--- config.mk ---
export PLATFORM = sky130hd
export DESIGN_NAME = dcache_tag_array
export DESIGN_NICKNAME = d
export VERILOG_FILES = /design/src/rtl/dcache_pkg.sv /design/src/rtl/dcache_tag_array.sv
export SDC_FILE = /design/constraint.sdc
export NUM_CORES = 1
export LEC_CHECK = 0
export CORE_MARGIN = 2
export CORE_UTILIZATION = 60
export CTS_CLUSTER_SIZE = 25
export DETAILED_ROUTE_END_ITERATION = 6
export DONT_BUFFER_PORTS = 1
export PLACE_DENSITY = 0.83
export SYNTH_ARGS = -nofsm -noshare
export SYNTH_HDL_FRONTEND = slang
export SYNTH_SLANG_ARGS = --single-unit
export TNS_END_PERCENT = 5
--- constraint.sdc ---
create_clock -name clk -period 3.64 [get_ports clk]
set_input_delay 0.728 -clock clk [delete_from_list [all_inputs] [get_ports clk]]
set_output_delay 0.728 -clock clk [all_outputs]
set_load 0.01 [all_outputs]
--- src/rtl/dcache_pkg.sv ---
// cache geometry localparams, vector typedefs, request and tag structs, controller states
`default_nettype none

package dcache_pkg;

    localparam int unsigned addr_w     = 32;
    localparam int unsigned word_w     = 32;
    localparam int unsigned line_words = 4;
    localparam int unsigned line_w     = line_words * word_w;  // 128
    localparam int unsigned offset_w   = 2;
    localparam int unsigned index_w    = 4;
    localparam int unsigned sets       = 1 << index_w;         // 16 sets
    localparam int unsigned offset_lsb = 2;                    // above the byte lane bits
    localparam int unsigned index_lsb  = offset_lsb + offset_w;
    localparam int unsigned tag_lsb    = index_lsb + index_w;
    localparam int unsigned tag_w      = addr_w - tag_lsb;     // 24

    typedef logic [addr_w-1:0]   addr_t;
    typedef logic [word_w-1:0]   word_t;
    typedef logic [line_w-1:0]   line_t;    // word 0 in the low bits
    typedef logic [tag_w-1:0]    tag_t;
    typedef logic [index_w-1:0]  index_t;
    typedef logic [offset_w-1:0] offset_t;

    typedef struct packed {
        addr_t addr;
        word_t wdata;
        logic  we;
    } cpu_req_t;

    typedef struct packed {
        addr_t addr;   // always line aligned
        logic  we;
        line_t wline;
    } mem_req_t;

    typedef struct packed {
        logic valid;
        logic dirty;
        tag_t tag;
    } tag_entry_t;

    typedef enum logic [2:0] {
        IDLE,
        LOOKUP,
        WRITEBACK,
        REFILL,
        REFILL_WAIT
    } ctrl_state_e;

endpackage

`default_nettype wire

--- src/rtl/dcache_tag_array.sv ---
// two-way tag store with valid, dirty and tag per entry and one lru bit per set
`timescale 1ns/1ns
`default_nettype none

module dcache_tag_array (
    input  logic                   clk,
    input  logic                   rst_n,
    input  dcache_pkg::index_t     index,
    input  logic [1:0]             tag_we,
    input  dcache_pkg::tag_entry_t tag_wd,
    input  logic                   lru_we,
    input  logic                   lru_wd,
    output dcache_pkg::tag_entry_t tag0_rd,
    output dcache_pkg::tag_entry_t tag1_rd,
    output logic                   lru_rd
);

    logic [dcache_pkg::sets-1:0] valid_q [2];
    logic [dcache_pkg::sets-1:0] dirty_q [2];
    dcache_pkg::tag_t            tag_q [2][dcache_pkg::sets];
    logic [dcache_pkg::sets-1:0] lru_q;          // 1 means way 1 goes next

    always_ff @(posedge clk) begin
        if (!rst_n) begin
            valid_q[0] <= '0;
            valid_q[1] <= '0;
            lru_q      <= '0;
        end else begin
            for (int w = 0; w < 2; w++) begin
                if (tag_we[w]) begin
                    valid_q[w][index] <= tag_wd.valid;
                end
            end
            if (lru_we) begin
                lru_q[index] <= lru_wd;
            end
        end
    end

    always_ff @(posedge clk) begin
        for (int w = 0; w < 2; w++) begin
            if (tag_we[w]) begin
                dirty_q[w][index] <= tag_wd.dirty;
                tag_q[w][index]   <= tag_wd.tag;
            end
        end
    end

    assign tag0_rd = '{valid: valid_q[0][index],
                       dirty: dirty_q[0][index],
                       tag:   tag_q[0][index]};
    assign tag1_rd = '{valid: valid_q[1][index],
                       dirty: dirty_q[1][index],
                       tag:   tag_q[1][index]};
    assign lru_rd  = lru_q[index];

    // controller state is settled after the first reset edge
    a_no_write_in_reset: assert property (@(posedge clk)
        !rst_n && $past(!rst_n) |-> tag_we == 2'b00);

endmodule

`default_nettype wire

==> results of run 1 <==
flip-flops by register name, summed over array words and instances, names as in the netlist:
name and count:
tag_q 768, dirty_q 32, valid_q 32, lru_q 16
worst max-delay path, delay by kind of cell:
kind / cells / cell delay [ns]
multiplexers: 1 / 0.91
AO/OA/AOI/OAI: 1 / 0.39
AND/OR/NAND/NOR: 1 / 0.22
area by class of cell:
| type | count | area, µm² |
|---|---|---|
| clock buffers | 98 | 2090 |
| clock inverters | 46 | 432 |
| fillers | 2874 | 16900 |
| multi-input cells | 508 | 6750 |
| flip-flops and latches | 848 | 25300 |
| well taps | 688 | 861 |
| repair buffers | 47 | 503 |
worst max-delay path by stage:
stage	depth (start not counted)	endpoint	slack, ns	startpoint
after floorplan	6	dirty_q[0][13]	0.49	index[0]
after global placement	4	tag1_rd[24]	0.88	index[3]
after detailed placement	4	tag0_rd[25]	0.85	index[2]
after CTS	3	tag1_rd[16]	0.74	tag_q[0][688]
after global routing	3	tag0_rd[15]	0.62	index[0]
final	3	tag1_rd[16]	0.11	index[0]
through the flow:
stage                     std cells  total power, mW  util, %
final                          2235             20.0     68.0
after floorplan                1447             11.8        -
after CTS                      2235             20.0     68.0
after detailed placement       2091             12.0     63.2
after global placement         2091             11.9     63.2
after global routing           2235             20.4     68.0
cells in the mapped netlist:
| cell | instances |
|---|---|
| sky130_fd_sc_hd__a21boi_0 | 16 |
| sky130_fd_sc_hd__a22oi_1 | 106 |
| sky130_fd_sc_hd__and2_1 | 1 |
| sky130_fd_sc_hd__and3_1 | 1 |
| sky130_fd_sc_hd__buf_1 | 4 |
| sky130_fd_sc_hd__buf_2 | 19 |
| sky130_fd_sc_hd__buf_4 | 6 |
| sky130_fd_sc_hd__buf_6 | 9 |
| sky130_fd_sc_hd__clkbuf_1 | 53 |
| sky130_fd_sc_hd__dfxtp_1 | 16 |
| sky130_fd_sc_hd__edfxtp_1 | 832 |
| sky130_fd_sc_hd__mux4_2 | 212 |
| sky130_fd_sc_hd__nand2_1 | 60 |
| sky130_fd_sc_hd__nand2b_1 | 2 |
| sky130_fd_sc_hd__nand3_1 | 7 |
| sky130_fd_sc_hd__nand3b_1 | 2 |
| sky130_fd_sc_hd__nand4_1 | 12 |
| sky130_fd_sc_hd__nor2_1 | 34 |
| sky130_fd_sc_hd__nor2b_1 | 4 |
| sky130_fd_sc_hd__o211a_1 | 1 |
| sky130_fd_sc_hd__o21ai_0 | 48 |
| sky130_fd_sc_hd__or2_2 | 1 |
| sky130_fd_sc_hd__or3b_2 | 1 |
metal layers:
layer	track usage [%]	vias to the layer above	share of wire (%)
met3	6.38	169	11
met5	0	-	0
met2	48.6	1313	51
li1	-	6210	-
met1	40.0	8447	35
met4	10.5	0	3.4
kinds of logic (layout without fill, tap and decap cells):
family | after synthesis | count (layout)
multiplexers | 212 | 212
flip-flops | 848 | 848
AND/OR/NAND/NOR | 125 | 125
buffers and inverters | 91 | 191
AO/OA/AOI/OAI | 171 | 171
where the power goes:
part | leakage [nW] | switching (mW) | internal (mW)
Clock | 1.23 | 3.64 | 4.54
Combinational | 2.26 | 0.427 | 0.365
Sequential | 7.67 | 0.0751 | 10.9
Total | 11.2 | 4.14 | 15.9
==> results.rst, run 1 <==
.. list-table::
   :header-rows: 1

   * - Metric
     - Value
   * - Worst R2R Path Depth
     - 2
   * - Number of diodes
     - 0
   * - Clock root buffer master
     - sky130_fd_sc_hd__clkbuf_16
   * - RSZ-0062 raised after global routing
     - no
   * - Final count of hold timing violations
     - 0
   * - Worst min-delay path startpoint
     - tag_wd[3]
   * - Kind of start point of the critical path
     - input pin
   * - Ratio of final minimum period to clock period
     - 97.0%
   * - Total leakage power
     - 11.2 nW
   * - Status
     - complete, but fails checks
   * - Count of cell types in the netlist
     - 23
   * - Syn-to-layout area delta
     - 11.5%
   * - Post-detailed-route DRC marker count
     - 2
   * - Clock Path Buffers
     - 3
   * - Initial core utilization
     - 61.0%
   * - Number of buffers added on ports
     - 0
   * - Critical-path top delay cell
     - sky130_fd_sc_hd__mux4_2
   * - Setup violation total in the final timing report
     - 0
   * - Pwr/cell area
     - 556 mW/mm²
   * - Count of instances resized after the clock tree is built
     - 0
   * - Drt first pass iters
     - 7
   * - DRC violation total after the first TritonRoute iteration
     - 2381
   * - Critical Path Fanout Max
     - 222
   * - Synth Register Bits
     - 848
   * - Routed length per placed instance
     - 36.1 µm
   * - Fraction of layout instances using a drive strength above 1
     - 26.7%
   * - Complex-gate fraction of the synthesized area
     - 3.62%
   * - Final net count
     - 1520
   * - Area leader, netlist
     - sky130_fd_sc_hd__edfxtp_1
   * - Final min period
     - 3.53 ns
   * - Ports
     - 89
   * - Reg-to-reg slack, setup
     - 2.91 ns
   * - Worst setup EP type
     - primary output
   * - Post-DP Area
     - 0.0334 mm²
   * - Cell area after synthesis
     - 0.0322 mm²
   * - Floorplan Core Area
     - 0.0529 mm²
   * - Post-synthesis share of cell area spent on and, or, nand and nor gates
     - 1.68%
   * - Share of the synthesized area in the top cell type
     - 77.5%
   * - Worst slew margin
     - 17.5%
   * - Adder-cell share of the synthesized area
     - 0%
   * - Cell chain of the critical path
     - mux4_2 -> a22oi_1 -> nand2_1
   * - Later-pin clock latency in the skew report
     - 0.62 ns
   * - Top achievable clock speed
     - 283 MHz
   * - Post-synthesis xor/xnor area fraction
     - 0%
   * - Number of standard cells after synthesis
     - 1447
   * - Design Area, Final
     - 0.0359 mm²
   * - Avg Vias per Cell
     - 7.22
   * - Cells taking the most area after synthesis
     - sky130_fd_sc_hd__edfxtp_1, sky130_fd_sc_hd__mux4_2, sky130_fd_sc_hd__a22oi_1, sky130_fd_sc_hd__dfxtp_1, sky130_fd_sc_hd__o21ai_0
   * - Hold Path Depth
     - 0
   * - Worst reg2reg startpoint
     - lru_q[13]
   * - Number of max-cap violations
     - 0
   * - Remaining antenna violation count after routing
     - 0
   * - Aggregate global routing overflow
     - 0
   * - FF-to-FF End
     - lru_q[13]
   * - Wirelength, routed
     - 80.7 mm
   * - Aggregate global-route resource usage
     - 29.6%
   * - Worst hold endpoint
     - tag_q[0][675]
   * - Number of global-route vias before repair
     - 16400
   * - Cts bufs inserted
     - 79
   * - Number of buffers inserted for hold repair after clock tree synthesis
     - 0
   * - Number of vias after detailed routing
     - 16100
   * - Minimum setup slack in the final design
     - 0.110 ns
   * - Largest net degree at the start of global routing
     - 223
   * - Delay contributed by the slowest stage of the critical path
     - 0.91 ns
   * - Total Die Area
     - 0.0556 mm²
   * - Combinational family with the most area after synthesis
     - multiplexers
   * - # Post-CTS Setup Buffers
     - 0
   * - Net Count, Synth
     - 1483
   * - Final HPWL from detailed placement
     - 39.6 mm
   * - Global placement routability congestion
     - 0.777
   * - Hold_ws
     - 0.181 ns
   * - Vertical die dimension
     - 236 µm
   * - Mux contribution to synthesized area
     - 14.8%
   * - Sequential element share of the synthesized area
     - 78.5%
   * - Wire length of the first global-routing pass
     - 118 mm
   * - Pre-CTS WS
     - 0.847 ns
   * - Final max-slew violation count
     - 0
   * - Slew at the pin closest to its max-slew limit
     - 1.24 ns
   * - Type of the most critical hold path
     - input pin to register
   * - Width of the chip
     - 236 µm
   * - Synthesis Warnings
     - 0
   * - Syn Area/Cell
     - 22.3 µm²
   * - Reg clk slew, reported paths
     - 0.07 ns
   * - Post-route setup TNS
     - 0 ns
   * - Most common cell after layout, fill and taps aside
     - sky130_fd_sc_hd__edfxtp_1
   * - # H-tree levels
     - 3
   * - Req. time, crit path
     - 2.91 ns
   * - Standard-cell rows
     - 84
   * - Violated checks
     - DRC
   * - Number of sinks handled by clock tree synthesis
     - 848
   * - CTS tree
     - built
   * - Worst Setup Path Type
     - input pin to primary output
   * - Number of antenna violations at the first check in global routing
     - 0
   * - Max IR drop VDD
     - 0.000580 V
   * - Post-Route Skew
     - 0 ns
   * - Most frequent cells in the layout
     - sky130_fd_sc_hd__edfxtp_1, sky130_fd_sc_hd__mux4_2, sky130_fd_sc_hd__a22oi_1, sky130_fd_sc_hd__clkbuf_16, sky130_fd_sc_hd__nand2_1
   * - Data arrival at the endpoint of the critical path
     - 2.80 ns
(Power assumes the default switching activity.)
==> run 2: changes to the inputs <==
--- a/config.mk
+++ b/config.mk
@@ -5,6 +5,7 @@
 export SDC_FILE = /design/constraint.sdc
 export NUM_CORES = 1
 export LEC_CHECK = 0
+export CORE_ASPECT_RATIO = 1.75
 export CORE_MARGIN = 2
 export CORE_UTILIZATION = 60
 export CTS_CLUSTER_SIZE = 25
==> run 2 against run 1 <==
  * The run now ends clean
  * Non-clock buffer count is the same
  * Global-route usage shrank 1.9 points
  * Critical endpoint is now tag0_rd[24]
  * Hold slack gained 0.032 ns
  * Clock power shrank 4.6%
==> results.rst, run 2 (synthesis gave the netlist of run 1 again) <==
.. list-table::
   :header-rows: 1

   * - Metric
     - Value
   * - Share of the core filled with cells in the final layout
     - 66.8% (was 68.0%)
   * - Clock network fraction of total power
     - 39.9% (was 40.9%)
   * - Regs by FF count
     - tag_q: 768 flops, dirty_q: 32 flops, valid_q: 32 flops (unchanged)
   * - Avg Vias per Cell
     - 7.00 (was 7.22)
   * - Final count of hold timing violations
     - 0 (unchanged)
   * - Ports
     - 89 (unchanged)
   * - Critical-path top delay cell
     - sky130_fd_sc_hd__mux4_2 (unchanged)
   * - Slew at the pin closest to its max-slew limit
     - 1.17 ns (was 1.24 ns)
   * - Highest routed metal layer
     - met4 (unchanged)
   * - Global placement routability congestion
     - 0.763 (was 0.777)
   * - Floorplan Core Area
     - 0.0533 mm² (was 0.0529 mm²)
   * - Status
     - finished clean (was complete, but fails checks)
   * - Sw power
     - 3.85 mW (was 4.14 mW)
   * - Number of buffers inserted for hold repair after clock tree synthesis
     - 0 (unchanged)
   * - Critical path's top delay family
     - multiplexers (unchanged)
   * - Ratio of final minimum period to clock period
     - 84.7% (was 97.0%)
   * - Wire length of the first global-routing pass
     - 109 mm (was 118 mm)
   * - Worst hold endpoint
     - tag_q[0][396] (was tag_q[0][675])
   * - Critical Path Fanout Max
     - 222 (unchanged)
   * - Worst setup EP type
     - primary output (unchanged)
   * - Filler cell count in the final layout
     - 3163 (was 2874)
   * - Final std cells w/o fill
     - 2215 (was 2235)
   * - Fraction of layout instances using a drive strength above 1
     - 26.0% (was 26.7%)
   * - Routed length per placed instance
     - 33.7 µm (was 36.1 µm)
   * - Sum of routed wire segments on met1
     - 24.5 mm (was 28.0 mm)
   * - Inst Count DP
     - 2087 (was 2091)
   * - Top reg by flops
     - tag_q (unchanged)
   * - Sequential group share of total power
     - 56.2% (was 55.1%)
   * - Pre-CTS WS
     - 0.882 ns (was 0.847 ns)
   * - Number of global-route vias before repair
     - 16100 (was 16400)
   * - Number of buffers added on ports
     - 0 (unchanged)
   * - Most common cell after layout, fill and taps aside
     - sky130_fd_sc_hd__edfxtp_1 (unchanged)
   * - Vertical die dimension
     - 311 µm (was 236 µm)
   * - CTS tree
     - built (unchanged)
   * - Number of vias after detailed routing
     - 15500 (was 16100)
   * - Internal portion of total power
     - 15.7 mW (was 15.9 mW)
   * - Switching power share of the total
     - 19.7% (was 20.7%)
   * - Clock Path Buffers
     - 3 (unchanged)
   * - Clock root buffer master
     - sky130_fd_sc_hd__clkbuf_16 (unchanged)
   * - Number of antenna violations at the first check in global routing
     - 0 (unchanged)
   * - Type of the most critical hold path
     - input pin to register (unchanged)
   * - Worst reg2reg startpoint
     - lru_q[7] (was lru_q[13])
   * - WL met3
     - 6.18 mm (was 9.14 mm)
   * - # Post-CTS Setup Buffers
     - 0 (unchanged)
   * - Final net count
     - 1511 (was 1520)
   * - Most frequent cells in the layout
     - sky130_fd_sc_hd__edfxtp_1, sky130_fd_sc_hd__mux4_2, sky130_fd_sc_hd__a22oi_1, sky130_fd_sc_hd__clkbuf_16, sky130_fd_sc_hd__nand2_1 (unchanged)
   * - Post-route setup TNS
     - 0 ns (unchanged)
   * - Reg-to-reg slack, setup
     - 2.84 ns (was 2.91 ns)
   * - Hold Path Depth
     - 0 (unchanged)
   * - Remaining antenna violation count after routing
     - 0 (unchanged)
   * - Data arrival at the endpoint of the critical path
     - 2.35 ns (was 2.80 ns)
   * - Later-pin clock latency in the skew report
     - 0.60 ns (was 0.62 ns)
   * - Final max-slew violation count
     - 0 (unchanged)
   * - Initial core utilization
     - 60.5% (was 61.0%)
   * - Syn-to-layout area delta
     - 10.3% (was 11.5%)
   * - Worst slew margin
     - 22.0% (was 17.5%)
   * - Final HPWL from detailed placement
     - 39.7 mm (was 39.6 mm)
   * - Worst Setup Path Type
     - input pin to primary output (unchanged)
   * - Pwr/cell area
     - 550 mW/mm² (was 556 mW/mm²)
   * - Reg clk slew, reported paths
     - 0.07 ns (about the same)
   * - FF-to-FF End
     - lru_q[7] (was lru_q[13])
   * - Met2 wire length
     - 40.2 mm (was 40.8 mm)
   * - Worst R2R Path Depth
     - 2 (unchanged)
   * - Aggregate global-route resource usage
     - 27.7% (was 29.6%)
   * - Cell chain of the critical path
     - mux4_2 -> a22oi_1 -> nand2_1 (unchanged)
   * - Worst min-delay path startpoint
     - tag_wd[12] (was tag_wd[3])
   * - Number of max-cap violations
     - 0 (unchanged)
   * - Total power of the final layout
     - 19.6 mW (was 20.0 mW)
   * - Delay contributed by the slowest stage of the critical path
     - 0.55 ns (was 0.91 ns)
   * - Post-detailed-route DRC marker count
     - 0 (was 2)
   * - Part of the total power dissipated in combinational logic
     - 3.9% (was 4.0%)
   * - Count of instances resized after the clock tree is built
     - 0 (unchanged)
   * - Req. time, crit path
     - 2.91 ns (about the same)
   * - Max IR drop VDD
     - 0.000520 V (was 0.000580 V)
   * - Number of sinks handled by clock tree synthesis
     - 848 (unchanged)
   * - Width of the chip
     - 179 µm (was 236 µm)
   * - Number of diodes
     - 0 (unchanged)
   * - Kind of start point of the critical path
     - input pin (unchanged)
   * - Total Die Area
     - 0.0557 mm² (was 0.0556 mm²)
   * - Flip-flop count of the largest register, all copies and words added
     - 768 (unchanged)
   * - Final min period
     - 3.08 ns (was 3.53 ns)
   * - Minimum setup slack in the final design
     - 0.558 ns (was 0.110 ns)
   * - Setup violation total in the final timing report
     - 0 (unchanged)
   * - RSZ-0062 raised after global routing
     - no (unchanged)
   * - Wirelength, routed
     - 74.7 mm (was 80.7 mm)
   * - Largest net degree at the start of global routing
     - 223 (unchanged)
   * - Number of buffer and inverter instances along the worst setup path
     - 0 (unchanged)
   * - DRC violation total after the first TritonRoute iteration
     - 2373 (was 2381)
   * - Cts bufs inserted
     - 70 (was 79)
   * - Aggregate global routing overflow
     - 0 (unchanged)
   * - Standard-cell rows
     - 112 (was 84)
   * - # H-tree levels
     - 3 (unchanged)
   * - Total leakage power
     - 11.0 nW (was 11.2 nW)
   * - Post-Route Skew
     - 0 ns (unchanged)
   * - Top achievable clock speed
     - 324 MHz (was 283 MHz)
   * - Drt first pass iters
     - 5 (was 7)
[run 2: changes by cell type in the layout (fill, tap and decap cells not counted), sizes merged]
cell / delta
bufinv: +4
clkbuf: -12
clkinv: -7
clkinvlp: -3
inv: +2
[run 2: power by group through the flow]
stage / sequential [mW] / combinational, mW / clock (mW)
after floorplan: 11.2 / 0.652 / 0
after global routing: 11.0 / 0.791 / 8.20
after global placement: 11.2 / 0.737 / 0
after detailed placement: 11.2 / 0.749 / 0
after CTS: 11.0 / 0.761 / 7.87
final: 11.0 / 0.758 / 7.80
[run 2: cell type report]
cell class                 instances  area [µm²]  share of cell area [%]
multi-input combinational        508        6670                    18.8
sequential                       848       25300                    71.2
clock buffer                      86        1890                    5.30
timing repair buffer              47         378                    1.06
tap                              684         856                    2.41
clock inverter                    42         460                    1.30
[run 2: per-stage QoR]
stage / hold WS [ns] / instance area [µm²]
finish: 0.213 / 35600
global route: 0.200 / 35600
CTS: 0.197 / 35600
detailed placement: 0.477 / 33200
global placement: 0.466 / 33200
floorplan: 0.454 / 32200
[run 2: worst max path at each step]
stage	cells past startpoint	from	slack, ns	end
floorplan	6	index[0]	0.49	dirty_q[0][13]
global placement	4	index[3]	0.89	tag1_rd[1]
detailed placement	4	index[3]	0.88	tag1_rd[18]
CTS	3	dirty_q[0][3]	0.70	tag0_rd[24]
global route	3	dirty_q[0][3]	0.61	tag0_rd[24]
finish	3	index[1]	0.56	tag0_rd[24]
[run 2: per-layer routing]
layer	vias up	track usage (%)
met4	0	12.8
met2	949	47.6
met3	215	4.75
met5	-	0
met1	8167	34.4
li1	6176	-
