File: config.mk
export PLATFORM = sky130hd
export DESIGN_NAME = dcache_ctrl
export DESIGN_NICKNAME = d
export VERILOG_FILES = /design/src/rtl/dcache_pkg.sv /design/src/rtl/dcache_ctrl.sv
export SDC_FILE = /design/constraint.sdc
export NUM_CORES = 1
export LEC_CHECK = 0
export BUFFER_PORTS_ARGS = -buffer_cell sky130_fd_sc_hd__buf_2
export CAP_MARGIN = 20
export CORE_AREA = 2 2 336 338
export DETAILED_ROUTE_END_ITERATION = 7
export DIE_AREA = 0 0 338 340
export GPL_TIMING_DRIVEN = 0
export HOLD_SLACK_MARGIN = 0.06
export PLACE_DENSITY = 0.39
export RECOVER_POWER = 25
export SKIP_CTS_REPAIR_TIMING = 1
export SYNTH_ARGS = -nofsm -noshare
export SYNTH_HDL_FRONTEND = slang
export SYNTH_SLANG_ARGS = --single-unit
File: constraint.sdc
create_clock -name clk -period 11.05 [get_ports clk]
set_clock_uncertainty 0.15 [all_clocks]
set_input_delay 2.21 -clock clk [delete_from_list [all_inputs] [get_ports clk]]
set_output_delay 2.21 -clock clk [all_outputs]
set_load 0.02 [all_outputs]
File: src/rtl/dcache_pkg.sv
// cache geometry localparams, vector typedefs, request and tag structs, controller states
`default_nettype none

package dcache_pkg;

    localparam int unsigned addr_w     = 32;
    localparam int unsigned word_w     = 32;
    localparam int unsigned line_words = 4;
    localparam int unsigned line_w     = line_words * word_w;  // 128
    localparam int unsigned offset_w   = 2;
    localparam int unsigned index_w    = 4;
    localparam int unsigned sets       = 1 << index_w;         // 16 sets
    localparam int unsigned offset_lsb = 2;                    // above the byte lane bits
    localparam int unsigned index_lsb  = offset_lsb + offset_w;
    localparam int unsigned tag_lsb    = index_lsb + index_w;
    localparam int unsigned tag_w      = addr_w - tag_lsb;     // 24

    typedef logic [addr_w-1:0]   addr_t;
    typedef logic [word_w-1:0]   word_t;
    typedef logic [line_w-1:0]   line_t;    // word 0 in the low bits
    typedef logic [tag_w-1:0]    tag_t;
    typedef logic [index_w-1:0]  index_t;
    typedef logic [offset_w-1:0] offset_t;

    typedef struct packed {
        addr_t addr;
        word_t wdata;
        logic  we;
    } cpu_req_t;

    typedef struct packed {
        addr_t addr;   // always line aligned
        logic  we;
        line_t wline;
    } mem_req_t;

    typedef struct packed {
        logic valid;
        logic dirty;
        tag_t tag;
    } tag_entry_t;

    typedef enum logic [2:0] {
        IDLE,
        LOOKUP,
        WRITEBACK,
        REFILL,
        REFILL_WAIT
    } ctrl_state_e;

endpackage

`default_nettype wire

File: src/rtl/dcache_ctrl.sv
// dcache controller FSM with hit check, word merge, victim choice, write-back and refill
`timescale 1ns/1ns
`default_nettype none

module dcache_ctrl (
    input  logic                   clk,
    input  logic                   rst_n,
    input  logic                   cpu_valid,
    input  dcache_pkg::cpu_req_t   cpu_req,
    output logic                   cpu_ready,
    output dcache_pkg::word_t      cpu_rdata,
    output dcache_pkg::index_t     index,
    input  dcache_pkg::tag_entry_t tag0_rd,
    input  dcache_pkg::tag_entry_t tag1_rd,
    input  logic                   lru_rd,
    output logic [1:0]             tag_we,
    output dcache_pkg::tag_entry_t tag_wd,
    output logic                   lru_we,
    output logic                   lru_wd,
    input  dcache_pkg::line_t      data0_rd,
    input  dcache_pkg::line_t      data1_rd,
    output logic [1:0]             data_we,
    output dcache_pkg::line_t      data_wd,
    output logic                   mem_valid,
    output dcache_pkg::mem_req_t   mem_req,
    input  logic                   mem_ack,
    input  dcache_pkg::line_t      mem_rdata
);

    dcache_pkg::ctrl_state_e state_q;
    dcache_pkg::ctrl_state_e state_d;
    dcache_pkg::cpu_req_t    req_q;        // request under service
    logic                    victim_q;     // way picked at the miss

    dcache_pkg::tag_t        req_tag;
    dcache_pkg::offset_t     req_off;
    logic                    hit0;
    logic                    hit1;
    logic                    hit;
    logic                    hit_way;
    dcache_pkg::line_t       hit_line;
    dcache_pkg::line_t       merged_line;
    logic                    victim_way;
    dcache_pkg::tag_entry_t  victim_entry;
    dcache_pkg::line_t       victim_line;
    logic                    victim_dirty;
    dcache_pkg::addr_t       wb_addr;
    dcache_pkg::addr_t       refill_addr;
    logic                    mem_done;

    // address split of the latched request
    assign req_tag = req_q.addr[dcache_pkg::tag_lsb +: dcache_pkg::tag_w];
    assign index   = req_q.addr[dcache_pkg::index_lsb +: dcache_pkg::index_w];
    assign req_off = req_q.addr[dcache_pkg::offset_lsb +: dcache_pkg::offset_w];

    assign hit0     = tag0_rd.valid && (tag0_rd.tag == req_tag);
    assign hit1     = tag1_rd.valid && (tag1_rd.tag == req_tag);
    assign hit      = hit0 || hit1;
    assign hit_way  = hit1;                            // a tag lives in one way only
    assign hit_line = hit_way ? data1_rd : data0_rd;

    assign cpu_rdata = hit_line[req_off * dcache_pkg::word_w +: dcache_pkg::word_w];

    always_comb begin
        merged_line = hit_line;
        merged_line[req_off * dcache_pkg::word_w +: dcache_pkg::word_w] = req_q.wdata;
    end

    // empty ways first, then the lru pick
    always_comb begin
        if (!tag0_rd.valid) begin
            victim_way = 1'b0;
        end else if (!tag1_rd.valid) begin
            victim_way = 1'b1;
        end else begin
            victim_way = lru_rd;
        end
    end

    assign victim_entry = victim_way ? tag1_rd : tag0_rd;
    assign victim_line  = victim_way ? data1_rd : data0_rd;
    assign victim_dirty = victim_entry.valid && victim_entry.dirty;

    assign wb_addr     = {victim_entry.tag, index, {dcache_pkg::index_lsb{1'b0}}};
    assign refill_addr = {req_tag, index, {dcache_pkg::index_lsb{1'b0}}};
    assign mem_done    = mem_valid && mem_ack;

    always_comb begin
        state_d   = state_q;
        cpu_ready = 1'b0;
        tag_we    = 2'b00;
        tag_wd    = '{valid: 1'b1, dirty: 1'b1, tag: req_tag};
        lru_we    = 1'b0;
        lru_wd    = ~hit_way;                          // point at the other way
        data_we   = 2'b00;
        data_wd   = merged_line;
        case (state_q)
            dcache_pkg::IDLE: begin
                if (cpu_valid) begin
                    state_d = dcache_pkg::LOOKUP;
                end
            end
            dcache_pkg::LOOKUP: begin
                if (hit) begin
                    cpu_ready = 1'b1;
                    lru_we    = 1'b1;
                    state_d   = dcache_pkg::IDLE;
                    if (req_q.we) begin
                        tag_we[hit_way]  = 1'b1;       // mark line dirty
                        data_we[hit_way] = 1'b1;
                    end
                end else if (victim_dirty) begin
                    state_d = dcache_pkg::WRITEBACK;
                end else begin
                    state_d = dcache_pkg::REFILL;
                end
            end
            dcache_pkg::WRITEBACK: begin
                if (mem_done) begin
                    state_d = dcache_pkg::REFILL;
                end
            end
            dcache_pkg::REFILL: begin
                if (mem_done) begin
                    tag_we[victim_q]  = 1'b1;
                    tag_wd.dirty      = 1'b0;          // fresh line is clean
                    data_we[victim_q] = 1'b1;
                    data_wd           = mem_rdata;
                    lru_we            = 1'b1;
                    lru_wd            = ~victim_q;
                    state_d           = dcache_pkg::REFILL_WAIT;
                end
            end
            dcache_pkg::REFILL_WAIT: begin
                state_d = dcache_pkg::LOOKUP;          // retry the lookup which now hits
            end
            default: begin
                state_d = dcache_pkg::IDLE;
            end
        endcase
    end

    always_ff @(posedge clk) begin
        if (!rst_n) begin
            state_q   <= dcache_pkg::IDLE;
            mem_valid <= 1'b0;
        end else begin
            state_q <= state_d;
            case (state_q)
                dcache_pkg::LOOKUP: begin
                    if (!hit) begin
                        mem_valid <= 1'b1;
                    end
                end
                dcache_pkg::WRITEBACK: begin
                    if (mem_done) begin
                        mem_valid <= 1'b0;             // low one cycle between requests
                    end
                end
                dcache_pkg::REFILL: begin
                    mem_valid <= !mem_done;
                end
                default: begin
                    mem_valid <= 1'b0;
                end
            endcase
        end
    end

    // request, victim and memory request payload
    always_ff @(posedge clk) begin
        if (state_q == dcache_pkg::IDLE && cpu_valid) begin
            req_q <= cpu_req;
        end
        if (state_q == dcache_pkg::LOOKUP && !hit) begin
            victim_q <= victim_way;
            if (victim_dirty) begin
                mem_req <= '{addr: wb_addr, we: 1'b1, wline: victim_line};
            end else begin
                mem_req <= '{addr: refill_addr, we: 1'b0, wline: '0};
            end
        end
        if (state_q == dcache_pkg::WRITEBACK && mem_done) begin
            mem_req <= '{addr: refill_addr, we: 1'b0, wline: '0};
        end
    end

    a_mem_req_stable: assert property (@(posedge clk) disable iff (!rst_n)
        mem_valid && !mem_ack |=> mem_valid && $stable(mem_req));

    a_ready_needs_valid: assert property (@(posedge clk) disable iff (!rst_n)
        cpu_ready |-> cpu_valid);

    // at most one way written and no line cached in both ways of a set
    a_tag_single_way: assert property (@(posedge clk) disable iff (!rst_n)
        $onehot0(tag_we) && (state_q != dcache_pkg::LOOKUP || !(hit0 && hit1)));

endmodule

`default_nettype wire

==> impl_metrics.json, run 1 <==
{
  "portBuffers": 857,
  "grtUsageMet3": 0.05811,
  "yosysWarnings": 0,
  "final.min_clock_period_ns": 8.569,
  "p_leak_uw": 0.01201,
  "area_growth_pct": 45.59,
  "initial_core_util": 0.1513,
  "placeableCoreArea_um2": 111600,
  "clockBufferDepth": 3,
  "cts.reportedPaths.clkPinSlew_ns": 0.06,
  "async_reset_ff_frac": 0,
  "synthTopCellsByArea": "mux2i_1, edfxtp_1, dfxtp_1",
  "tightest_slew_ns": 1.243,
  "hold_path_class": "flip-flop to flip-flop",
  "synth-seq-area-share": 0.3213,
  "htree_num_levels": 2,
  "synth_edf_count": 92,
  "powerDensity_nw_per_um2": 155.8,
  "track_usage": 0.2559,
  "cts_sinks": 225,
  "use_met2": 0.3934,
  "detail-route-antenna-nets": 0,
  "grt_max_degree": 16,
  "synth_cell_types": 42,
  "start_kind": "flip-flop",
  "layout.cells.non_filler": 4389,
  "drt-total-wl_um": 153400,
  "placed_cells": 4313,
  "crit_type": "flip-flop to output pin",
  "drive_gt1_frac": 0.3863,
  "drc": 0,
  "avgRoutedWirePerCell_um": 34.95,
  "finalSetupViolCount": 0,
  "fp.dieH_um": 340,
  "grt_pass1_vias": 19440,
  "switching_share": 0.4178,
  "nets": 3363,
  "gp_congestion": 0.9237,
  "power_frac_seq": 0.292,
  "grt.busiest_layer": "met2",
  "dp_hpwl_um": 129800,
  "period_share": 0.7755,
  "drtIter0Drc": 1780,
  "clockPowerShare": 0.315,
  "outcome": "completed",
  "slew_viol_final": 0,
  "syn_inst": 1919,
  "grt_pass1_wl_um": 193800,
  "p_comb_frac": 0.393,
  "max_slew_margin": 0.1711,
  "first_pass_iters": 5,
  "intPower_uw": 2230,
  "cts_tree": "done",
  "die_x_um": 338,
  "cts_root_buf": "clkbuf_16",
  "multi_input_area_um2": 10350,
  "io_pins": 865,
  "dr_total_vias": 20210,
  "p_switching_uw": 1600,
  "cts_buffers": 35,
  "grt_use_met1": 0.3624,
  "ir_drop_v": 0.0001034,
  "antenna_found_initial": 65,
  "drv_cap": 0,
  "seq_area_um2": 5425,
  "hold_violations": 0,
  "max_freq_mhz": 116.7,
  "insertion_delay_ns": 0.59,
  "nFillCells": 12680,
  "die_area_um2": 114900,
  "grt_remaining_overflow": 0,
  "post-synth-top-area-cell": "mux2i_1",
  "utilization": 0.2203,
  "cp_max_fo": 10,
  "yosysTopAreaCellShare": 0.1867,
  "finalPower_uw": 3831,
  "rsz0062_at_grt": "false",
  "required_ns": 8.69,
  "crit_path_end_kind": "output pin",
  "synth_area_per_cell_um2": 8.798,
  "via_per_inst": 4.605,
  "ys_seq_elements": 225,
  "syn_area_um2": 16880,
  "arrival_ns": 6.21,
  "rows": 123,
  "synthFlopType": "dfxtp_1"
}
cell usage after synthesis, types with 2 or more instances:
| library cell | count |
|---|---|
| a21boi_0 | 5 |
| a21oi_1 | 164 |
| a221oi_1 | 31 |
| a32oi_1 | 24 |
| and2_1 | 3 |
| and3_1 | 153 |
| buf_1 | 9 |
| buf_2 | 27 |
| buf_4 | 39 |
| buf_8 | 11 |
| clkbuf_1 | 126 |
| conb_1 | 2 |
| dfxtp_1 | 133 |
| edfxtp_1 | 92 |
| ha_1 | 5 |
| inv_1 | 5 |
| mux2_2 | 160 |
| mux2i_1 | 315 |
| nand2_1 | 267 |
| nand2b_1 | 6 |
| nand3_1 | 2 |
| nand4_1 | 8 |
| nor2_1 | 70 |
| nor3_1 | 8 |
| nor4_1 | 6 |
| nor4b_1 | 2 |
| o21ai_0 | 131 |
| o22ai_1 | 32 |
| o31ai_1 | 24 |
| xnor2_1 | 26 |
| xor2_1 | 22 |
cell families (layout without fill, tap and decap cells):
| logic type | after synthesis | in the layout | share of synthesized area |
|---|---|---|---|
| and+or+nand+nor | 530 | 530 | 0.1468 |
| other | 2 | 18 | 0.0004448 |
| AOI/OAI and AO/OA | 416 | 416 | 0.1429 |
| buffers and inverters | 218 | 1172 | 0.06647 |
| DFF | 225 | 225 | 0.3213 |
| adders and majority gates | 5 | 5 | 0.003705 |
| muxes | 475 | 475 | 0.2935 |
| xor gates and xnor gates | 48 | 48 | 0.02490 |
worst max-delay path, stage by stage, from the launching register on:
cell,delay [ns]
edfxtp_1,0.44
clkbuf_1,0.60
buf_2,0.52
buf_1,0.61
inv_1,0.35
ha_1,0.42
nor4b_1,0.69
buf_2,0.28
clkbuf_1,0.53
and3_1,0.53
a21oi_1,0.08
o21ai_0,0.24
buf_2,0.29
stage by stage:
stage	setup slack, ns	setup TNS (ns)	hold WS (ns)	cell area (µm²)
after floorplan	1.637	0	0.3864	16900
after global placement	-4.834	-302.19	0.2930	23060
after detailed placement	2.622	0	0.2983	23480
after CTS	2.511	0	0.3059	24650
after global routing	2.460	0	0.3228	24560
final	2.481	0	0.3054	24580
state kept, by name, summed over array words and instances, names as in the netlist:
name / flops
victim_q: 1
req_q: 33
mem_req: 157
mem_valid: 1
index: 4
tag_wd: 24
req_off: 2
state_q: 3
power groups by stage:
stage / combinational (µW) / sequential [µW] / clock (µW)
2_1_floorplan: 662 / 1220 / 0
3_3_place_gp: 1480 / 1140 / 0
3_5_place_dp: 1510 / 1130 / 0
4_1_cts: 1520 / 1110 / 1240
5_1_grt: 1580 / 1130 / 1260
6_report: 1510 / 1120 / 1210
final timing paths:
path	startpoint	endpoint	slack [ns]	cells after the start
setup / recovery	req_off[1]$_DFFE_PP_	data_wd[125]	2.48	12
hold / removal	mem_req[118]$_SDFFE_PP0P_	mem_req[118]$_SDFFE_PP0P_	0.31	2
setup reg to reg	state_q[0]$_SDFFE_PN0P_	mem_req[141]$_DFFE_PP_	6.79	7
hold reg to reg	mem_req[118]$_SDFFE_PP0P_	mem_req[118]$_SDFFE_PP0P_	0.31	2
cells in the final DEF, fill, tap and decap left out, drive strengths merged, types with 6 or more instances in the layout:
master and count:
edfxtp 92, a32oi 24, diode 13, mux2i 315, xor2 22, xnor2 26
a221oi 31, dfxtp 133, mux2 160, nand4 9, clkinv 9, a21oi 164
o22ai 32, nor4 6, buf 901, o31ai 24, inv 7, nand2b 6
nand2 267, o21ai 132, nor3 9, nor2 70, and3 153, clkbuf 248
layout make-up:
type	count	area share
diodes	13	0.001323
plain buffers	212	0.04479
clock buffers	44	0.03909
clock inverters	17	0.008806
inverters	6	0.0009162
multi-input cells	1479	0.4211
flip-flops and latches	225	0.2207
well taps	1500	0.07635
repair buffers	893	0.1869
routing by layer:
| metal | up-vias | share of wire |
|---|---|---|
| met3 | 163 | 0.072 |
| met1 | 10190 | 0.47 |
| met4 | 18 | 0.020 |
| met2 | 982 | 0.44 |
| li1 | 8863 | - |
| met5 | - | 0.00077 |
(Power assumes the default switching activity.)
==> inputs of run 2 (changes only) <==
--- a/config.mk
+++ b/config.mk
@@ -7,12 +7,12 @@
 export LEC_CHECK = 0
 export BUFFER_PORTS_ARGS = -buffer_cell sky130_fd_sc_hd__buf_2
 export CAP_MARGIN = 20
-export CORE_AREA = 2 2 336 338
+export CORE_AREA = 2 2 335 337
 export DETAILED_ROUTE_END_ITERATION = 7
-export DIE_AREA = 0 0 338 340
+export DIE_AREA = 0 0 337 339
 export GPL_TIMING_DRIVEN = 0
 export HOLD_SLACK_MARGIN = 0.06
-export PLACE_DENSITY = 0.39
+export PLACE_DENSITY = 0.41
 export RECOVER_POWER = 25
 export SKIP_CTS_REPAIR_TIMING = 1
 export SYNTH_ARGS = -nofsm -noshare
==> constraint.sdc (replaced) <==
create_clock -name clk -period 7.5 [get_ports clk]
set_clock_uncertainty 0.15 [all_clocks]
set_input_delay 1.5 -clock clk [delete_from_list [all_inputs] [get_ports clk]]
set_output_delay 1.5 -clock clk [all_outputs]
set_load 0.02 [all_outputs]
==> run 2 against run 1 <==
Non-clock buffer count increased by 1. Count of clock-buffer cells in the layout increased by 3. Largest cell class unchanged. Final area increased by 0.21%. Utilization increased by 0.29 points. Combinational power increased by 48%. Sequential share of layout area about the same. Clock power increased by 43%. Die area decreased by 0.59%. Final cell count decreased by 0.11%. Setup slack got worse by 2.3 ns. Sequential power increased by 47%.
==> impl_metrics.json, run 2 (synthesis results as in run 1) <==
{
  "area_growth_pct": 45.89,
  "cpLargestDelayFamily": "buffers and inverters",
  "slew_viol_final": 0,
  "reg2reg_to": "mem_req[146]$_DFFE_PP_",
  "drc": 0,
  "grt_remaining_overflow": 0,
  "required_ns": 5.85,
  "timing.rr.start": "state_q[0]$_SDFFE_PN0P_",
  "crit_chain": "clkbuf_1 > buf_2 > inv_1 > ha_1 > nor4bb_1 > buf_2 > clkbuf_1 > and3_1 > a21oi_1 > o21ai_0 > buf_2",
  "drive_gt1_frac": 0.3987,
  "whs_ns": 0.3063,
  "powerDensity_nw_per_um2": 227.8,
  "rows": 122,
  "cp_max_fo": 19,
  "nets": 3364,
  "crit_buf_inv": 6,
  "grt_pass1_wl_um": 194900,
  "fin_area_um2": 24630,
  "hold_violations": 0,
  "antenna_found_initial": 58,
  "dr_total_vias": 20230,
  "final_common_cell": "buf_2",
  "drv_cap": 0,
  "cts_tree": "done",
  "drt-total-wl_um": 153800,
  "cts_buffers": 35,
  "clockBufferDepth": 3,
  "regMostFlops": "mem_req",
  "htree_num_levels": 2,
  "placeableCoreArea_um2": 110400,
  "portBuffers": 857,
  "max_slew_margin": 0.1518,
  "cpMostUsedCell": "buf_2",
  "drtIter0Drc": 1662,
  "crit_path_end_kind": "output pin",
  "layout.cells.non_filler": 4384,
  "cts_sinks": 225,
  "start_kind": "flip-flop",
  "gp_congestion": 0.9703,
  "placed_cells": 4303,
  "final_cell_mix": "buf_2, mux2i_1, nand2_1",
  "dp_hpwl_um": 130400,
  "period_share": 0.9753,
  "io_pins": 865,
  "first_pass_iters": 5,
  "slowest_stage": "buf_2",
  "initial_core_util": 0.1530,
  "avgRoutedWirePerCell_um": 35.07,
  "die_area_um2": 114200,
  "critPathMaxStageDelay_ns": 0.72,
  "r2r_cells": 7,
  "tightest_slew_ns": 1.237,
  "final.min_clock_period_ns": 7.315,
  "largest_reg_flops": 157,
  "rsz0062_at_grt": "false",
  "max_freq_mhz": 136.7,
  "whs_endpoint": "mem_req[12]$_SDFFE_PP0P_",
  "hold-path-cell-count": 2,
  "arrival_ns": 5.66,
  "via_per_inst": 4.615,
  "cts_root_buf": "clkbuf_16",
  "worstHoldStart": "mem_req[12]$_SDFFE_PP0P_",
  "finalSetupViolCount": 0,
  "finalPower_uw": 5610,
  "startpoint": "req_off[1]$_DFFE_PP_",
  "grt_max_degree": 19,
  "dpl-instance-area_um2": 23540,
  "track_usage": 0.2587,
  "outcome": "completed",
  "ir_drop_v": 0.0001429,
  "crit_type": "flip-flop to output pin",
  "p_leak_uw": 0.01215,
  "hold_path_class": "flip-flop to flip-flop",
  "detail-route-antenna-nets": 0,
  "nFillCells": 12540,
  "insertion_delay_ns": 0.58,
  "die_x_um": 337,
  "grt_pass1_vias": 19540,
  "cts.reportedPaths.clkPinSlew_ns": 0.07,
  "fp.dieH_um": 339,
  "ff2ff_setup_slack_ns": 3.25
}
==> run 2: changes by cell type in the layout (fill, tap and decap cells not counted), sizes merged <==
cell and change:
diode +4, bufinv -2, buf +31, clkinvlp -1, clkinv +1, inv +1
clkbuf -27
==> run 2: through the flow <==
step	setup TNS, ns	setup WS (ns)	utilization
after floorplan	0	1.849	-
after detailed placement	0	0.1386	0.2133
after CTS	-7.501	-0.5636	0.2238
final	0	0.1855	0.2232
after global routing	0	0.01226	0.2230
after global placement	-120.12	-1.933	0.2089
==> run 2: worst reg2reg max path, delay by kind of cell, from the launching register on <==
kind | cells | cell delay [ns]
buf+inv | 5 | 2.77
flops | 1 | 0.31
simple gates | 2 | 0.76
==> run 2: worst max path at each step <==
stage | end | slack (ns) | depth (start not counted)
4_1_cts | data_wd[111] | -0.56 | 11
3_5_place_dp | data_wd[111] | 0.14 | 11
5_1_grt | data_wd[15] | 0.01 | 11
2_1_floorplan | index[0]$_DFFE_PP_ | 1.85 | 1
3_3_place_gp | req_q[6]$_DFFE_PP_ | -1.93 | 2
6_report | data_wd[15] | 0.19 | 11
==> run 2: report_power, final <==
part           internal (µW)  switching, µW
clock                   1010            717
sequential              1500            149
combinational            743           1490
total                   3250           2360
==> run 2: cell type report <==
type	count	area [µm²]	area share
Inverter	6	22.52	0.0009143
Sequential cell	225	5425	0.2202
Clock inverter	16	152.6	0.006197
Multi-Input combinational cell	1479	10350	0.4204
Antenna cell	17	42.54	0.001727
Tap cell	1488	1862	0.07558
Timing Repair Buffer	895	4672	0.1897
Buffer	211	1099	0.04460
Clock buffer	47	1002	0.04069
==> run 2: layer usage <==
layer / part of all wire / up-vias / routed length [µm] / global-route usage
met4: 0.023 / 30 / 3521 / 0.06250
met2: 0.44 / 1079 / 67350 / 0.3953
met1: 0.46 / 10050 / 70770 / 0.3643
met5: 0.0013 / - / 195 / 0
li1: - / 8874 / - / -
met3: 0.078 / 198 / 11920 / 0.05938
==> inputs of run 3 (changes only) <==
--- a/config.mk
+++ b/config.mk
@@ -7,14 +7,15 @@
 export LEC_CHECK = 0
 export BUFFER_PORTS_ARGS = -buffer_cell sky130_fd_sc_hd__buf_2
 export CAP_MARGIN = 20
-export CORE_AREA = 2 2 335 337
+export CORE_AREA = 2 2 336 338
 export DETAILED_ROUTE_END_ITERATION = 7
-export DIE_AREA = 0 0 337 339
+export DIE_AREA = 0 0 338 340
 export GPL_TIMING_DRIVEN = 0
 export HOLD_SLACK_MARGIN = 0.06
-export PLACE_DENSITY = 0.41
+export PLACE_DENSITY = 0.39
 export RECOVER_POWER = 25
 export SKIP_CTS_REPAIR_TIMING = 1
+export SKIP_LAST_GASP = 1
 export SYNTH_ARGS = -nofsm -noshare
 export SYNTH_HDL_FRONTEND = slang
 export SYNTH_SLANG_ARGS = --single-unit
==> constraint.sdc (replaced) <==
create_clock -name clk -period 8.3 [get_ports clk]
set_clock_uncertainty 0.15 [all_clocks]
set_input_delay 1.66 -clock clk [delete_from_list [all_inputs] [get_ports clk]]
set_output_delay 1.66 -clock clk [all_outputs]
set_load 0.02 [all_outputs]
==> run 3 against run 2 <==
The flow now finishes with violations (max-capacitance violations). Non-clock buffer count down 3. Final cell count increased by 0.41%. Worst hold slack hardly changed. Highest routed layer unchanged. First-iteration DRC count is 9.0% lower. Die area grew 0.59%. Largest power group unchanged. Critical endpoint is now data_wd[16]. Global-route usage hardly changed. Sequential share of layout area is essentially flat. Via count fell by 0.27%. Count of clock-buffer cells in the layout increased by 1. Sequential power fell by 9%.
==> impl_metrics.json, run 3 (synthesis results as in run 1) <==
{
  "drc": 0,
  "final.min_clock_period_ns": 8.035,
  "cpLargestDelayFamily": "buffers and inverters",
  "rsz0062_at_grt": "false",
  "final_common_cell": "buf_2",
  "initial_core_util": 0.1513,
  "cts_tree": "done",
  "crit_type": "flip-flop to output pin",
  "crit_buf_inv": 7,
  "ir_drop_v": 0.0001330,
  "insertion_delay_ns": 0.58,
  "drv_cap": 1,
  "finalSetupViolCount": 0,
  "multi_input_area_um2": 10350,
  "required_ns": 6.49,
  "cts_buffers": 36,
  "dp_hpwl_um": 130500,
  "grt_max_degree": 29,
  "dp_slack_ns": 0.7947,
  "final_cell_mix": "buf_2, mux2i_1, nand2_1",
  "arrival_ns": 6.23,
  "die_area_um2": 114900,
  "start_kind": "flip-flop",
  "clockBufferDepth": 3,
  "crit_chain": "clkbuf_1 > buf_2 > buf_1 > inv_1 > ha_1 > nor4bb_1 > buf_2 > clkbuf_1 > and3_1 > a21oi_1 > o21ai_0 > buf_2",
  "nFillCells": 12730,
  "finalPower_uw": 5060,
  "period_share": 0.9681,
  "hold_path_class": "flip-flop to flip-flop",
  "slowest_stage": "buf_1",
  "rows": 123,
  "violations": "max-capacitance violations",
  "crit_path_end_kind": "output pin",
  "setup_ws_ns": 0.2649,
  "regMostFlops": "mem_req",
  "gp_congestion": 0.9420,
  "portBuffers": 857,
  "largest_reg_flops": 157,
  "utilization": 0.2205,
  "detail-route-antenna-nets": 0,
  "cts.reportedPaths.clkPinSlew_ns": 0.06,
  "antenna_found_initial": 54,
  "drtIter0Drc": 1513,
  "cts_root_buf": "clkbuf_16",
  "grt_pass1_vias": 19610,
  "outcome": "finished, violations left",
  "slew_viol_final": 0,
  "grt_remaining_overflow": 0,
  "grt_pass1_wl_um": 195600,
  "cpMostUsedCell": "buf_2",
  "avgRoutedWirePerCell_um": 35.12,
  "htree_num_levels": 2,
  "first_pass_iters": 5,
  "die_x_um": 338,
  "dr_total_vias": 20180,
  "drive_gt1_frac": 0.3958,
  "area_growth_pct": 45.73,
  "p_leak_uw": 0.01210,
  "drt-total-wl_um": 154600,
  "nets": 3362,
  "tightest_slew_ns": 1.465,
  "cp_max_fo": 10,
  "hold_violations": 0,
  "seq_area_um2": 5425,
  "max_slew_margin": 0.009699,
  "cts_sinks": 225,
  "track_usage": 0.2589,
  "powerDensity_nw_per_um2": 205.6,
  "via_per_inst": 4.584,
  "critPathMaxStageDelay_ns": 0.84,
  "placeableCoreArea_um2": 111600,
  "fp.dieH_um": 340,
  "io_pins": 865,
  "whs_ns": 0.3059,
  "max_freq_mhz": 124.5
}
run 3: worst min-delay path: cells and delay by family, from the launching register on:
family / cells / cell delay, ns
simple gates: 1 / 0.05
flops: 1 / 0.30
mux: 1 / 0.06
run 3: through the flow:
step / cell area (µm²) / instances / setup TNS, ns
floorplan: 16900 / 1922 / 0
global placement: 23070 / 4279 / -59.40
detailed placement: 23500 / 4309 / 0
CTS: 24630 / 4374 / 0
global route: 24570 / 4387 / 0
finish: 24600 / 4402 / 0
run 3: layout make-up:
class,count,area share
tap,1500,0.07628
multi-input combinational,1479,0.4208
inverter,6,0.0009153
buffer,212,0.04480
antenna,24,0.002441
timing repair buffer,891,0.1884
clock inverter,17,0.006662
clock buffer,48,0.03926
sequential,225,0.2205
run 3: worst paths after layout:
path                            cells after the start                    start                 endpoint  slack (ns)
worst max-delay path                               12     req_off[1]$_DFFE_PP_              data_wd[16]        0.26
worst min-delay path                                2  mem_req[2]$_SDFFE_PP0P_  mem_req[2]$_SDFFE_PP0P_        0.31
worst max register to register                      8     tag_wd[21]$_DFFE_PP_   mem_req[146]$_DFFE_PP_        3.78
worst min register to register                      2  mem_req[2]$_SDFFE_PP0P_  mem_req[2]$_SDFFE_PP0P_        0.31
run 3: power breakdown:
part,total [µW],internal (µW),leakage [µW],switching (µW)
Sequential,1500,1350,0.00196,142
Clock,1540,886,0.000539,658
Combinational,2020,667,0.00961,1350
run 3: metal layers:
layer / up-vias / global-route usage / wire, µm
met2: 999 / 0.3910 / 67030
li1: 8876 / - / -
met3: 177 / 0.06307 / 12170
met4: 16 / 0.06630 / 3611
met5: - / 0 / 109
met1: 10110 / 0.3654 / 71670
